--- src/logic/cpu_bus_pkg.sv ---
// Memory bus types for the 6502 core: address and data bytes, request and response
package cpu_bus_pkg;

   typedef logic [15:0] addr_t;
   typedef logic [7:0]  data_t;

   // Strobes hold with addr and wdata until ready
   typedef struct packed {
      addr_t addr;
      data_t wdata;
      logic  rd;
      logic  wr;
   } mem_req_t;

   typedef struct packed {
      data_t rdata;   // Valid with ready
      logic  ready;
   } mem_rsp_t;

   localparam addr_t VECTOR_RESET = 16'hFFFC;

endpackage

--- src/logic/cpu_isa_pkg.sv ---
// Instruction-level types for the 6502 subset: operations, modes, ALU controls and flags
package cpu_isa_pkg;

   typedef enum logic [4:0] {
      OP_NOP,
      OP_LDA, OP_LDX, OP_LDY,
      OP_STA, OP_STX, OP_STY,
      OP_ORA, OP_AND, OP_EOR, OP_ADC, OP_SBC, OP_CMP,
      OP_TAX, OP_TAY, OP_TXA, OP_TYA, OP_TSX, OP_TXS,
      OP_INX, OP_INY, OP_DEX, OP_DEY,
      OP_CLC, OP_SEC,
      OP_BRANCH
   } cpu_op_e;

   typedef enum logic [2:0] {
      MODE_SINGLE,
      MODE_ACC,
      MODE_IMM,
      MODE_ZP,
      MODE_ABS
   } addr_mode_e;

   typedef enum logic [2:0] {
      ALU_PASS, ALU_OR, ALU_AND, ALU_EOR, ALU_ADC, ALU_CMP, ALU_INC, ALU_DEC
   } alu_op_e;

   typedef enum logic [2:0] {
      SEL_NONE, SEL_A, SEL_X, SEL_Y, SEL_SP
   } reg_sel_e;

   typedef logic [2:0] branch_cond_t;   // aaa field of a branch opcode

   typedef struct packed {
      cpu_op_e      op;
      addr_mode_e   mode;
      alu_op_e      alu_op;
      reg_sel_e     src;         // ALU operand A, NONE takes the memory byte
      reg_sel_e     dst;
      reg_sel_e     store_src;
      logic         invert;      // SBC
      logic         is_load;
      logic         is_store;
      branch_cond_t branch_cond;
   } decoded_inst_t;

   typedef struct packed {
      logic n;
      logic v;
      logic z;
      logic c;
   } flags_t;

endpackage

--- src/logic/m6502_decoder.sv ---
// Opcode decoder splitting aaabbbcc into operation, addressing mode and datapath controls
`timescale 1ns/1ps

module m6502_decoder (
   input  cpu_bus_pkg::data_t         opcode,
   output cpu_isa_pkg::decoded_inst_t inst
);
   import cpu_isa_pkg::*;

   logic [2:0] aaa;
   logic [2:0] bbb;
   logic [1:0] cc;
   addr_mode_e mem_mode;

   assign aaa = opcode[7:5];
   assign bbb = opcode[4:2];
   assign cc  = opcode[1:0];

   // Register-only instruction, accumulator mode when A is involved
   function automatic decoded_inst_t single(cpu_op_e op, reg_sel_e src, reg_sel_e dst,
                                            alu_op_e alu_op);
      decoded_inst_t d;
      d        = '0;
      d.op     = op;
      d.src    = src;
      d.dst    = dst;
      d.alu_op = alu_op;
      d.mode   = (src == SEL_A || dst == SEL_A) ? MODE_ACC : MODE_SINGLE;
      return d;
   endfunction

   always_comb
   begin
      case (bbb)
         3'b001:  mem_mode = MODE_ZP;
         3'b011:  mem_mode = MODE_ABS;
         default: mem_mode = MODE_IMM;   // bbb 000 or 010 depending on cc
      endcase
   end

   always_comb
   begin
      inst             = '0;   // NOP
      inst.branch_cond = aaa;
      case (cc)
         2'b01:
            if (bbb inside {3'b001, 3'b010, 3'b011} && !(aaa == 3'b100 && bbb == 3'b010))
            begin
               inst.mode    = mem_mode;
               inst.src     = SEL_A;
               inst.dst     = SEL_A;
               inst.is_load = 1'b1;
               inst.invert  = aaa == 3'b111;
               case (aaa)
                  3'b000:  inst.op = OP_ORA;
                  3'b001:  inst.op = OP_AND;
                  3'b010:  inst.op = OP_EOR;
                  3'b011:  inst.op = OP_ADC;
                  3'b100:  inst.op = OP_STA;
                  3'b101:  inst.op = OP_LDA;
                  3'b110:  inst.op = OP_CMP;
                  default: inst.op = OP_SBC;
               endcase
               case (aaa)
                  3'b000:         inst.alu_op = ALU_OR;
                  3'b001:         inst.alu_op = ALU_AND;
                  3'b010:         inst.alu_op = ALU_EOR;
                  3'b011, 3'b111: inst.alu_op = ALU_ADC;
                  3'b110:         inst.alu_op = ALU_CMP;
                  default:        inst.alu_op = ALU_PASS;
               endcase
               if (aaa == 3'b100)
               begin
                  inst.src       = SEL_NONE;
                  inst.dst       = SEL_NONE;
                  inst.store_src = SEL_A;
                  inst.is_load   = 1'b0;
                  inst.is_store  = 1'b1;
               end
               if (aaa == 3'b101)
                  inst.src = SEL_NONE;   // LDA passes the memory byte
               if (aaa == 3'b110)
                  inst.dst = SEL_NONE;
            end
         2'b00, 2'b10:
            if (cc == 2'b00 && bbb == 3'b100)
            begin
               inst.op   = OP_BRANCH;
               inst.mode = MODE_IMM;
            end
            else
            begin
               case ({aaa, bbb})
                  6'b100_001, 6'b100_011:
                  begin
                     inst.op        = cc[1] ? OP_STX : OP_STY;
                     inst.mode      = mem_mode;
                     inst.store_src = cc[1] ? SEL_X : SEL_Y;
                     inst.is_store  = 1'b1;
                  end
                  6'b101_000, 6'b101_001, 6'b101_011:
                  begin
                     inst.op      = cc[1] ? OP_LDX : OP_LDY;
                     inst.mode    = mem_mode;
                     inst.dst     = cc[1] ? SEL_X : SEL_Y;
                     inst.is_load = 1'b1;
                  end
                  default:
                     case ({cc[1], aaa, bbb})
                        7'b1_100_010: inst = single(OP_TXA, SEL_X, SEL_A, ALU_PASS);
                        7'b1_100_110: inst = single(OP_TXS, SEL_X, SEL_SP, ALU_PASS);
                        7'b1_101_010: inst = single(OP_TAX, SEL_A, SEL_X, ALU_PASS);
                        7'b1_101_110: inst = single(OP_TSX, SEL_SP, SEL_X, ALU_PASS);
                        7'b1_110_010: inst = single(OP_DEX, SEL_X, SEL_X, ALU_DEC);
                        7'b0_000_110: inst = single(OP_CLC, SEL_NONE, SEL_NONE, ALU_PASS);
                        7'b0_001_110: inst = single(OP_SEC, SEL_NONE, SEL_NONE, ALU_PASS);
                        7'b0_100_110: inst = single(OP_TYA, SEL_Y, SEL_A, ALU_PASS);
                        7'b0_100_010: inst = single(OP_DEY, SEL_Y, SEL_Y, ALU_DEC);
                        7'b0_101_010: inst = single(OP_TAY, SEL_A, SEL_Y, ALU_PASS);
                        7'b0_110_010: inst = single(OP_INY, SEL_Y, SEL_Y, ALU_INC);
                        7'b0_111_010: inst = single(OP_INX, SEL_X, SEL_X, ALU_INC);
                        default:      inst.op = OP_NOP;
                     endcase
               endcase
            end
         default: inst.op = OP_NOP;
      endcase
   end

endmodule

--- src/logic/m6502_sequencer.sv ---
// Instruction-cycle FSM owning PC, opcode register, bus requests and branch decision
`timescale 1ns/1ps

module m6502_sequencer #(
   parameter cpu_bus_pkg::addr_t RESET_VECTOR = cpu_bus_pkg::VECTOR_RESET
) (
   input  logic                       clk,
   input  logic                       reset_n,
   output cpu_bus_pkg::mem_req_t      mem_req,
   input  cpu_bus_pkg::mem_rsp_t      mem_rsp,
   output cpu_bus_pkg::data_t         opcode,
   input  cpu_isa_pkg::decoded_inst_t inst,
   input  cpu_bus_pkg::data_t         regs_a,
   input  cpu_bus_pkg::data_t         regs_x,
   input  cpu_bus_pkg::data_t         regs_y,
   input  cpu_isa_pkg::flags_t        flags,
   output cpu_bus_pkg::data_t         operand,
   output logic                       reg_we,
   output logic                       flag_we,
   output logic                       carry_set,
   output logic                       carry_clear
);
   import cpu_bus_pkg::*;
   import cpu_isa_pkg::*;

   typedef enum logic [2:0] {
      S_VEC_LO, S_VEC_HI, S_FETCH, S_OPER_LO, S_OPER_HI, S_DATA, S_EXEC
   } state_e;

   state_e state;
   addr_t  pc;
   addr_t  pc_next;
   data_t  addr_lo;
   data_t  store_data;
   logic   busy;
   logic   done;
   logic   data_phase;
   logic   flag_sel;
   logic   taken;

   assign busy       = mem_req.rd | mem_req.wr;
   assign done       = busy & mem_rsp.ready;
   assign data_phase = inst.is_load | inst.is_store;

   assign reg_we      = state == S_EXEC && inst.dst != SEL_NONE;
   assign flag_we     = state == S_EXEC &&
                        ((inst.dst != SEL_NONE && inst.op != OP_TXS) || inst.op == OP_CMP);
   assign carry_set   = state == S_EXEC && inst.op == OP_SEC;
   assign carry_clear = state == S_EXEC && inst.op == OP_CLC;

   always_comb
   begin
      case (inst.store_src)
         SEL_X:   store_data = regs_x;
         SEL_Y:   store_data = regs_y;
         default: store_data = regs_a;
      endcase
      case (inst.branch_cond[2:1])
         2'b00:   flag_sel = flags.n;
         2'b01:   flag_sel = flags.v;
         2'b10:   flag_sel = flags.c;
         default: flag_sel = flags.z;
      endcase
      taken   = inst.op == OP_BRANCH && flag_sel == inst.branch_cond[0];
      pc_next = taken ? pc + {{8{operand[7]}}, operand} : pc;   // PC already at opcode+2
   end

   function automatic mem_req_t read_req(addr_t addr);
      mem_req_t req;
      req      = '0;
      req.addr = addr;
      req.rd   = 1'b1;
      return req;
   endfunction

   function automatic mem_req_t data_req(addr_t addr);
      mem_req_t req;
      req       = '0;
      req.addr  = addr;
      req.wdata = store_data;
      req.rd    = !inst.is_store;
      req.wr    = inst.is_store;
      return req;
   endfunction

   always_ff @(posedge clk)
   begin
      if (!reset_n)
      begin
         state   <= S_VEC_LO;
         mem_req <= '0;
      end
      else
      begin
         case (state)
            S_VEC_LO:
               if (!busy)
                  mem_req <= read_req(RESET_VECTOR);
               else if (done)
               begin
                  addr_lo <= mem_rsp.rdata;
                  mem_req <= read_req(RESET_VECTOR + 16'd1);
                  state   <= S_VEC_HI;
               end
            S_VEC_HI:
               if (done)
               begin
                  pc      <= {mem_rsp.rdata, addr_lo};
                  mem_req <= read_req({mem_rsp.rdata, addr_lo});
                  state   <= S_FETCH;
               end
            S_FETCH:
               if (done)
               begin
                  opcode  <= mem_rsp.rdata;
                  pc      <= pc + 16'd1;
                  mem_req <= '0;   // Decode cycle
                  state   <= S_OPER_LO;
               end
            S_OPER_LO:
               if (!busy)
               begin
                  if (inst.mode == MODE_SINGLE || inst.mode == MODE_ACC)
                     state <= S_EXEC;
                  else
                     mem_req <= read_req(pc);
               end
               else if (done)
               begin
                  addr_lo <= mem_rsp.rdata;
                  operand <= mem_rsp.rdata;   // Immediate or branch offset
                  pc      <= pc + 16'd1;
                  mem_req <= '0;
                  state   <= S_EXEC;
                  if (inst.mode == MODE_ABS)
                  begin
                     mem_req <= read_req(pc + 16'd1);
                     state   <= S_OPER_HI;
                  end
                  else if (inst.mode == MODE_ZP && data_phase)
                  begin
                     mem_req <= data_req({8'h00, mem_rsp.rdata});
                     state   <= S_DATA;
                  end
               end
            S_OPER_HI:
               if (done)
               begin
                  pc      <= pc + 16'd1;
                  mem_req <= data_req({mem_rsp.rdata, addr_lo});
                  state   <= S_DATA;
               end
            S_DATA:
               if (done)
               begin
                  if (mem_req.rd)
                     operand <= mem_rsp.rdata;
                  mem_req <= '0;
                  state   <= S_EXEC;
               end
            S_EXEC:
            begin
               pc      <= pc_next;   // Write-back happens on this edge too
               mem_req <= read_req(pc_next);
               state   <= S_FETCH;
            end
            default: state <= S_VEC_LO;
         endcase
      end
   end

   assert property (@(posedge clk) disable iff (!reset_n) !(mem_req.rd && mem_req.wr))
      else $error("Read and write strobes high together");

   assert property (@(posedge clk) disable iff (!reset_n)
                    busy && !mem_rsp.ready |=> $stable(mem_req))
      else $error("Request changed while ready was low");

endmodule

--- src/logic/m6502_registers.sv ---
// A, X, Y and SP register file written back from the ALU result
`timescale 1ns/1ps

module m6502_registers (
   input  logic                       clk,
   input  logic                       reset_n,
   input  cpu_isa_pkg::decoded_inst_t inst,
   input  logic                       we,
   input  cpu_bus_pkg::data_t         result,
   output cpu_bus_pkg::data_t         a,
   output cpu_bus_pkg::data_t         x,
   output cpu_bus_pkg::data_t         y,
   output cpu_bus_pkg::data_t         sp
);
   import cpu_isa_pkg::*;

   always_ff @(posedge clk)
   begin
      if (!reset_n)
      begin
         a  <= 8'h00;
         x  <= 8'h00;
         y  <= 8'h00;
         sp <= 8'hFF;
      end
      else if (we)
      begin
         if (inst.op == OP_TXS)
            sp <= x;   // Straight copy, flags untouched
         else
            case (inst.dst)
               SEL_A:   a <= result;
               SEL_X:   x <= result;
               SEL_Y:   y <= result;
               default: sp <= sp;
            endcase
      end
   end

endmodule

--- src/logic/m6502_alu.sv ---
// Byte ALU with operand select, SBC inversion and the registered N V Z C flags
`timescale 1ns/1ps

module m6502_alu (
   input  logic                       clk,
   input  logic                       reset_n,
   input  cpu_isa_pkg::decoded_inst_t inst,
   input  cpu_bus_pkg::data_t         a,
   input  cpu_bus_pkg::data_t         x,
   input  cpu_bus_pkg::data_t         y,
   input  cpu_bus_pkg::data_t         sp,
   input  cpu_bus_pkg::data_t         operand,
   input  logic                       flag_we,
   input  logic                       carry_set,
   input  logic                       carry_clear,
   output cpu_bus_pkg::data_t         result,
   output cpu_isa_pkg::flags_t        flags
);
   import cpu_bus_pkg::*;
   import cpu_isa_pkg::*;

   data_t      in_a;
   data_t      in_b;
   logic [8:0] sum;
   logic       ovf;

   always_comb
   begin
      case (inst.src)
         SEL_A:   in_a = a;
         SEL_X:   in_a = x;
         SEL_Y:   in_a = y;
         SEL_SP:  in_a = sp;
         default: in_a = operand;   // Loads
      endcase
      in_b = inst.invert ? ~operand : operand;
      // Compare is A minus M with carry forced in
      if (inst.alu_op == ALU_CMP)
         sum = {1'b0, in_a} + {1'b0, ~operand} + 9'd1;
      else
         sum = {1'b0, in_a} + {1'b0, in_b} + {8'd0, flags.c};
      ovf = (in_a[7] == in_b[7]) && (sum[7] != in_a[7]);
      case (inst.alu_op)
         ALU_OR:           result = in_a | in_b;
         ALU_AND:          result = in_a & in_b;
         ALU_EOR:          result = in_a ^ in_b;
         ALU_ADC, ALU_CMP: result = sum[7:0];
         ALU_INC:          result = in_a + 8'd1;
         ALU_DEC:          result = in_a - 8'd1;
         default:          result = in_a;
      endcase
   end

   always_ff @(posedge clk)
   begin
      if (!reset_n)
         flags <= '0;
      else
      begin
         if (flag_we)
         begin
            flags.n <= result[7];
            flags.z <= result == 8'h00;
            if (inst.alu_op == ALU_ADC)
            begin
               flags.c <= sum[8];
               flags.v <= ovf;
            end
            else if (inst.alu_op == ALU_CMP)
               flags.c <= sum[8];   // A >= M
         end
         if (carry_set)
            flags.c <= 1'b1;
         else if (carry_clear)
            flags.c <= 1'b0;
      end
   end

endmodule

--- src/logic/m6502_core.sv ---
// 6502 subset core joining decoder, sequencer, registers and ALU on a byte-wide bus
`timescale 1ns/1ps

module m6502_core #(
   parameter cpu_bus_pkg::addr_t RESET_VECTOR = cpu_bus_pkg::VECTOR_RESET
) (
   input  logic                  clk,
   input  logic                  reset_n,
   output cpu_bus_pkg::mem_req_t mem_req,
   input  cpu_bus_pkg::mem_rsp_t mem_rsp
);
   import cpu_bus_pkg::*;
   import cpu_isa_pkg::*;

   data_t         opcode;
   data_t         operand;
   data_t         result;
   data_t         reg_a;
   data_t         reg_x;
   data_t         reg_y;
   data_t         reg_sp;
   decoded_inst_t inst;
   flags_t        flags;
   logic          reg_we;
   logic          flag_we;
   logic          carry_set;
   logic          carry_clear;

   m6502_decoder u_decoder (
      .opcode (opcode),
      .inst   (inst)
   );

   m6502_sequencer #(
      .RESET_VECTOR (RESET_VECTOR)
   ) u_sequencer (
      .clk         (clk),
      .reset_n     (reset_n),
      .mem_req     (mem_req),
      .mem_rsp     (mem_rsp),
      .opcode      (opcode),
      .inst        (inst),
      .regs_a      (reg_a),
      .regs_x      (reg_x),
      .regs_y      (reg_y),
      .flags       (flags),
      .operand     (operand),
      .reg_we      (reg_we),
      .flag_we     (flag_we),
      .carry_set   (carry_set),
      .carry_clear (carry_clear)
   );

   m6502_registers u_registers (
      .clk     (clk),
      .reset_n (reset_n),
      .inst    (inst),
      .we      (reg_we),
      .result  (result),
      .a       (reg_a),
      .x       (reg_x),
      .y       (reg_y),
      .sp      (reg_sp)
   );

   m6502_alu u_alu (
      .clk         (clk),
      .reset_n     (reset_n),
      .inst        (inst),
      .a           (reg_a),
      .x           (reg_x),
      .y           (reg_y),
      .sp          (reg_sp),
      .operand     (operand),
      .flag_we     (flag_we),
      .carry_set   (carry_set),
      .carry_clear (carry_clear),
      .result      (result),
      .flags       (flags)
   );

endmodule

--- config.mk ---
export PLATFORM = sky130hd
export DESIGN_NAME = m6502_core
export DESIGN_NICKNAME = d
export VERILOG_FILES = /design/src/logic/cpu_bus_pkg.sv /design/src/logic/cpu_isa_pkg.sv /design/src/logic/m6502_decoder.sv /design/src/logic/m6502_sequencer.sv /design/src/logic/m6502_registers.sv /design/src/logic/m6502_alu.sv /design/src/logic/m6502_core.sv
export SDC_FILE = /design/constraint.sdc
export NUM_CORES = 1
export LEC_CHECK = 0
export BUFFER_PORTS_ARGS = -buffer_cell sky130_fd_sc_hd__buf_2
export CORE_ASPECT_RATIO = 0.75
export CORE_MARGIN = 1
export CORE_UTILIZATION = 35
export DETAILED_ROUTE_END_ITERATION = 10
export GPL_TIMING_DRIVEN = 0
export SYNTH_ARGS = -nofsm -noshare
export SYNTH_HDL_FRONTEND = slang
export SYNTH_SLANG_ARGS = --single-unit
export TNS_END_PERCENT = 1
--- constraint.sdc ---
create_clock -name clk -period 6.5 [get_ports clk]
set_clock_uncertainty 0.1 [all_clocks]
set_input_delay 0.975 -clock clk [delete_from_list [all_inputs] [get_ports clk]]
set_output_delay 0.975 -clock clk [all_outputs]
set_load 0.02 [all_outputs]
==> summary.md <==
| Metric | Value |
|---|---|
| Slew headroom | `0.08019` |
| Sum Neg Setup Slack | `0 ns` |
| Stages on worst setup path | `18` |
| Static Leak | `3.701 nW` |
| Rows | `50` |
| Met2 Wirelength | `roughly 12000 µm` |
| Core area | `~25000 µm²` |
| Nets | `1246` |
| Cells on worst reg2reg path | `18` |
| Final Cell Area | `approximately 10000 µm²` |
| Commonest non-fill, non-tap cell in the layout | `nor2_1` |
| Num Clock Sinks | `105` |
| Aggregate routed wire length | `around 33000 µm` |
| Final period utilization | `0.9417` |
| CTS resizes | `0` |
| Worst path top cell family by delay | `simple AND/OR/NAND/NOR gates` |
| Synth cell types | `85` |
| Critical Path Fanout Max | `10` |
| Crit path capture | `u_alu.flags[1]$_SDFFE_PN0P_` |
| Met1 WL | `~16000 µm` |
| DRC viols | `0` |
| Total I/O pin count | `37` |
| Status | `finished, final reports clean` |
| Crit path cell chain | `buf_2 > clkbuf_1 > clkbuf_1 > nand2_1 > nor4_2 > xor2_1 > inv_1 > fa_1 > fa_1 > nor2b_1 > o21a_1 > o21ai_0 > a21oi_1 > nor3_1 > o21ai_0 > a31oi_1 > nor4_1 > a41o_1` |
| Number of hold buffers added after cts | `0` |
| Synth Cell Area | `9086 µm²` |
| Data required, critical path | `6.72 ns` |
| Die area | `26620 µm²` |
| Critical path's largest stage delay | `1.11 ns` |
| Worst hold-check path type | `reg -> reg` |
| Yosys warns | `0` |
| Buf+Inv Stages, Crit Path | `4` |
| Die width | `roughly 190 µm` |
| Max IR drop VDD | `roughly 130 µV` |
| PD cells | `160.2 nW/µm²` |
| Area growth from synthesis to layout | `9.708%` |
| Slew Viols, Final | `0` |
| Crit-path slowest cell | `nor4_2` |
| 1st-iter DRT viols | `1221` |
| IO Port Bufs | `35` |
| RD Place Congestion | `0.9647` |
| Core Util, Final | `0.3954` |
| Placed inst area | `between 9000 and 10000 µm²` |
| WP data arrival | `6.34 ns` |
| Hold WS | `0.3639 ns` |
| Final ANT Viol Nets | `0` |
| GRT Overall Usage | `0.2465` |
| Most frequent cells in the layout | `nor2_1, a21oi_1, o21ai_0` |
| Measured slew at the worst slew-check pin | `1.368 ns` |
| Hold Violations, Final | `0` |
| Largest net degree at the start of global routing | `17` |
| Post-synthesis sequential area ratio | `0.2754` |
| Met3 WL post-DR | `4250 µm` |
| # diodes | `0` |
| Highest Signal Layer | `met4` |
| MaxCap Viol Count | `0` |
| CTS tree | `yes` |
| Reg2reg start | `u_sequencer.opcode[6]$_DFFE_PP_` |
| Max clock buf depth | `2` |
| Tmin final | `around 6 ns` |
| Syn Nets | `~1200` |
| Total CTS buffers | `9` |
| Total number of vias | `9274` |
| EDFF count, synth | `40` |
| Via-to-Cell Ratio | `6.073` |
| Fmax | `163.4 MHz` |
| Grt total ovfl | `0` |
| Antenna violations before repair | `0` |
| RSZ-0062 raised after global routing | `false` |
| Yosys reg bits | `105` |
| Final setup viols | `0` |
| Layout cells sized above 1 | `0.07485` |
| Chip height | `141.5 µm` |
| CTS Root Cell | `clkbuf_16` |
| Critical path launch point | `u_sequencer.opcode[6]$_DFFE_PP_` |
| DP HPWL | `25450 µm` |
| Syn Area/Cell | `7.991 µm²` |
| Number of post-CTS setup repair buffers | `0` |
| Vias in the first global route | `between 8000 and 9000` |
| H-tree levels | `3` |
| Non-filler cells, final | `1527` |
| Reg2reg end | `u_alu.flags[1]$_SDFFE_PN0P_` |
| Ys flop type | `dfxtp_1` |
| Post-Place Cells | `1511` |
| Starting Density | `0.3604` |
| First-pass GRT wire length | `between 50000 and 60000 µm` |
| Setup CP Type | `reg -> reg` |
| Cells after synthesis | `1137` |
| Asr flop ratio synth | `0` |
| Initial DRT Pass Iterations | `5` |
| Flop2flop setup slack | `0.38 ns` |
| Clk_lat worst skew | `~0.37 ns` |
| DR WL/cell | `21.78 µm` |
| CTS clk-pin slew, worst paths | `0.09 ns` |
| Worst Setup Start Kind | `flop` |
| CP Capture Type | `flop` |
[worst register-to-register path: stages (launching register included)]
cell	delay (ns)
edfxtp_1	0.33
buf_2	0.18
clkbuf_1	0.44
clkbuf_1	0.46
nand2_1	0.16
nor4_2	1.11
xor2_1	0.25
inv_1	0.11
fa_1	0.41
fa_1	0.41
nor2b_1	0.15
o21a_1	0.14
o21ai_0	0.13
a21oi_1	0.24
nor3_1	0.07
o21ai_0	0.42
a31oi_1	0.37
nor4_1	0.39
a41o_1	0.20
[state kept, by name (all words and copies together), names as in the netlist]
register / cells
u_sequencer.mem_req: 26
u_sequencer.pc: 16
u_registers.a: 8
u_registers.sp: 8
u_registers.x: 8
u_registers.y: 8
u_sequencer.addr_lo: 8
u_sequencer.opcode: 8
u_sequencer.operand: 8
u_alu.flags: 4
u_sequencer.state: 3
[cell families (layout without fill, tap and decap cells)]
family	count (synthesis)	in the layout	share of synthesized area
buf+inv	132	184	0.05632
simple gates	361	361	0.1975
mux	69	69	0.07656
fa+ha+maj	51	51	0.07436
flops	105	105	0.2754
compound gates	373	373	0.2755
xor+xnor	46	46	0.04434
[where the power goes]
group | total (W) | switching (W) | internal [W]
sequential | 0.000735 | 0.0000204 | 0.000715
combinational | 0.000333 | 0.000232 | 0.000100
clock | 0.000530 | 0.000259 | 0.000271
total | 0.00160 | 0.000512 | 0.00109
[synthesized netlist by cell type (all sizes together) (9+ instances only)]
cell	instances	share of area
nor2	116	0.048
a21oi	105	0.058
o21ai	74	0.041
nand2	68	0.028
dfxtp	65	0.14
mux2i	65	0.072
clkbuf	62	0.026
inv	55	0.023
ha	46	0.063
edfxtp	40	0.13
nand3	37	0.021
xnor2	34	0.033
nor3	28	0.017
a211oi	24	0.021
o21a	19	0.016
and2	17	0.012
o221ai	17	0.016
nor2b	16	0.011
o22ai	16	0.011
buf	15	0.0080
a31oi	14	0.0096
nand2b	14	0.0096
and3	12	0.0088
or3	12	0.0083
xor2	12	0.012
o211ai	10	0.0098
a21o	9	0.0074
[final cells by class]
class,count,area (µm²)
Fill cell,2592,15240
Multi-Input combinational cell,900,6083
Sequential cell,105,2502
Tap cell,338,422.9
Buffer,77,305.3
Clock buffer,13,250.2
Inverter,55,206.4
Timing Repair Buffer,36,180.2
Clock inverter,3,17.52
[layer usage]
metal	global-route usage	vias up
met4	0.04707	0
met2	0.3181	487
met5	0	-
li1	-	4323
met3	0.06381	29
met1	0.3952	4435
[through the flow]
| stage | total power [W] | setup slack, ns |
|---|---|---|
| floorplan | 0.0009560 | 1.876 |
| global placement | 0.001070 | 0.4379 |
| detailed placement | 0.001070 | 0.4377 |
| CTS | 0.001583 | 0.3622 |
| global route | 0.001641 | 0.1013 |
| finish | 0.001597 | 0.3791 |
[worst min path at each step]
| stage | to | start | depth (start not counted) | slack, ns |
|---|---|---|---|---|
| finish | u_sequencer.mem_req[11]$_SDFFE_PN0P_ | u_sequencer.mem_req[11]$_SDFFE_PN0P_ | 2 | 0.36 |
| global route | u_sequencer.mem_req[11]$_SDFFE_PN0P_ | u_sequencer.mem_req[11]$_SDFFE_PN0P_ | 2 | 0.38 |
| CTS | u_sequencer.mem_req[11]$_SDFFE_PN0P_ | u_sequencer.mem_req[11]$_SDFFE_PN0P_ | 2 | 0.36 |
| detailed placement | u_sequencer.mem_req[11]$_SDFFE_PN0P_ | u_sequencer.mem_req[11]$_SDFFE_PN0P_ | 2 | 0.35 |
| global placement | u_sequencer.mem_req[11]$_SDFFE_PN0P_ | u_sequencer.mem_req[11]$_SDFFE_PN0P_ | 2 | 0.35 |
| floorplan | u_alu.flags[2]$_SDFFE_PN0P_ | u_alu.flags[2]$_SDFFE_PN0P_ | 2 | 0.33 |
(Power assumes the default switching activity.)
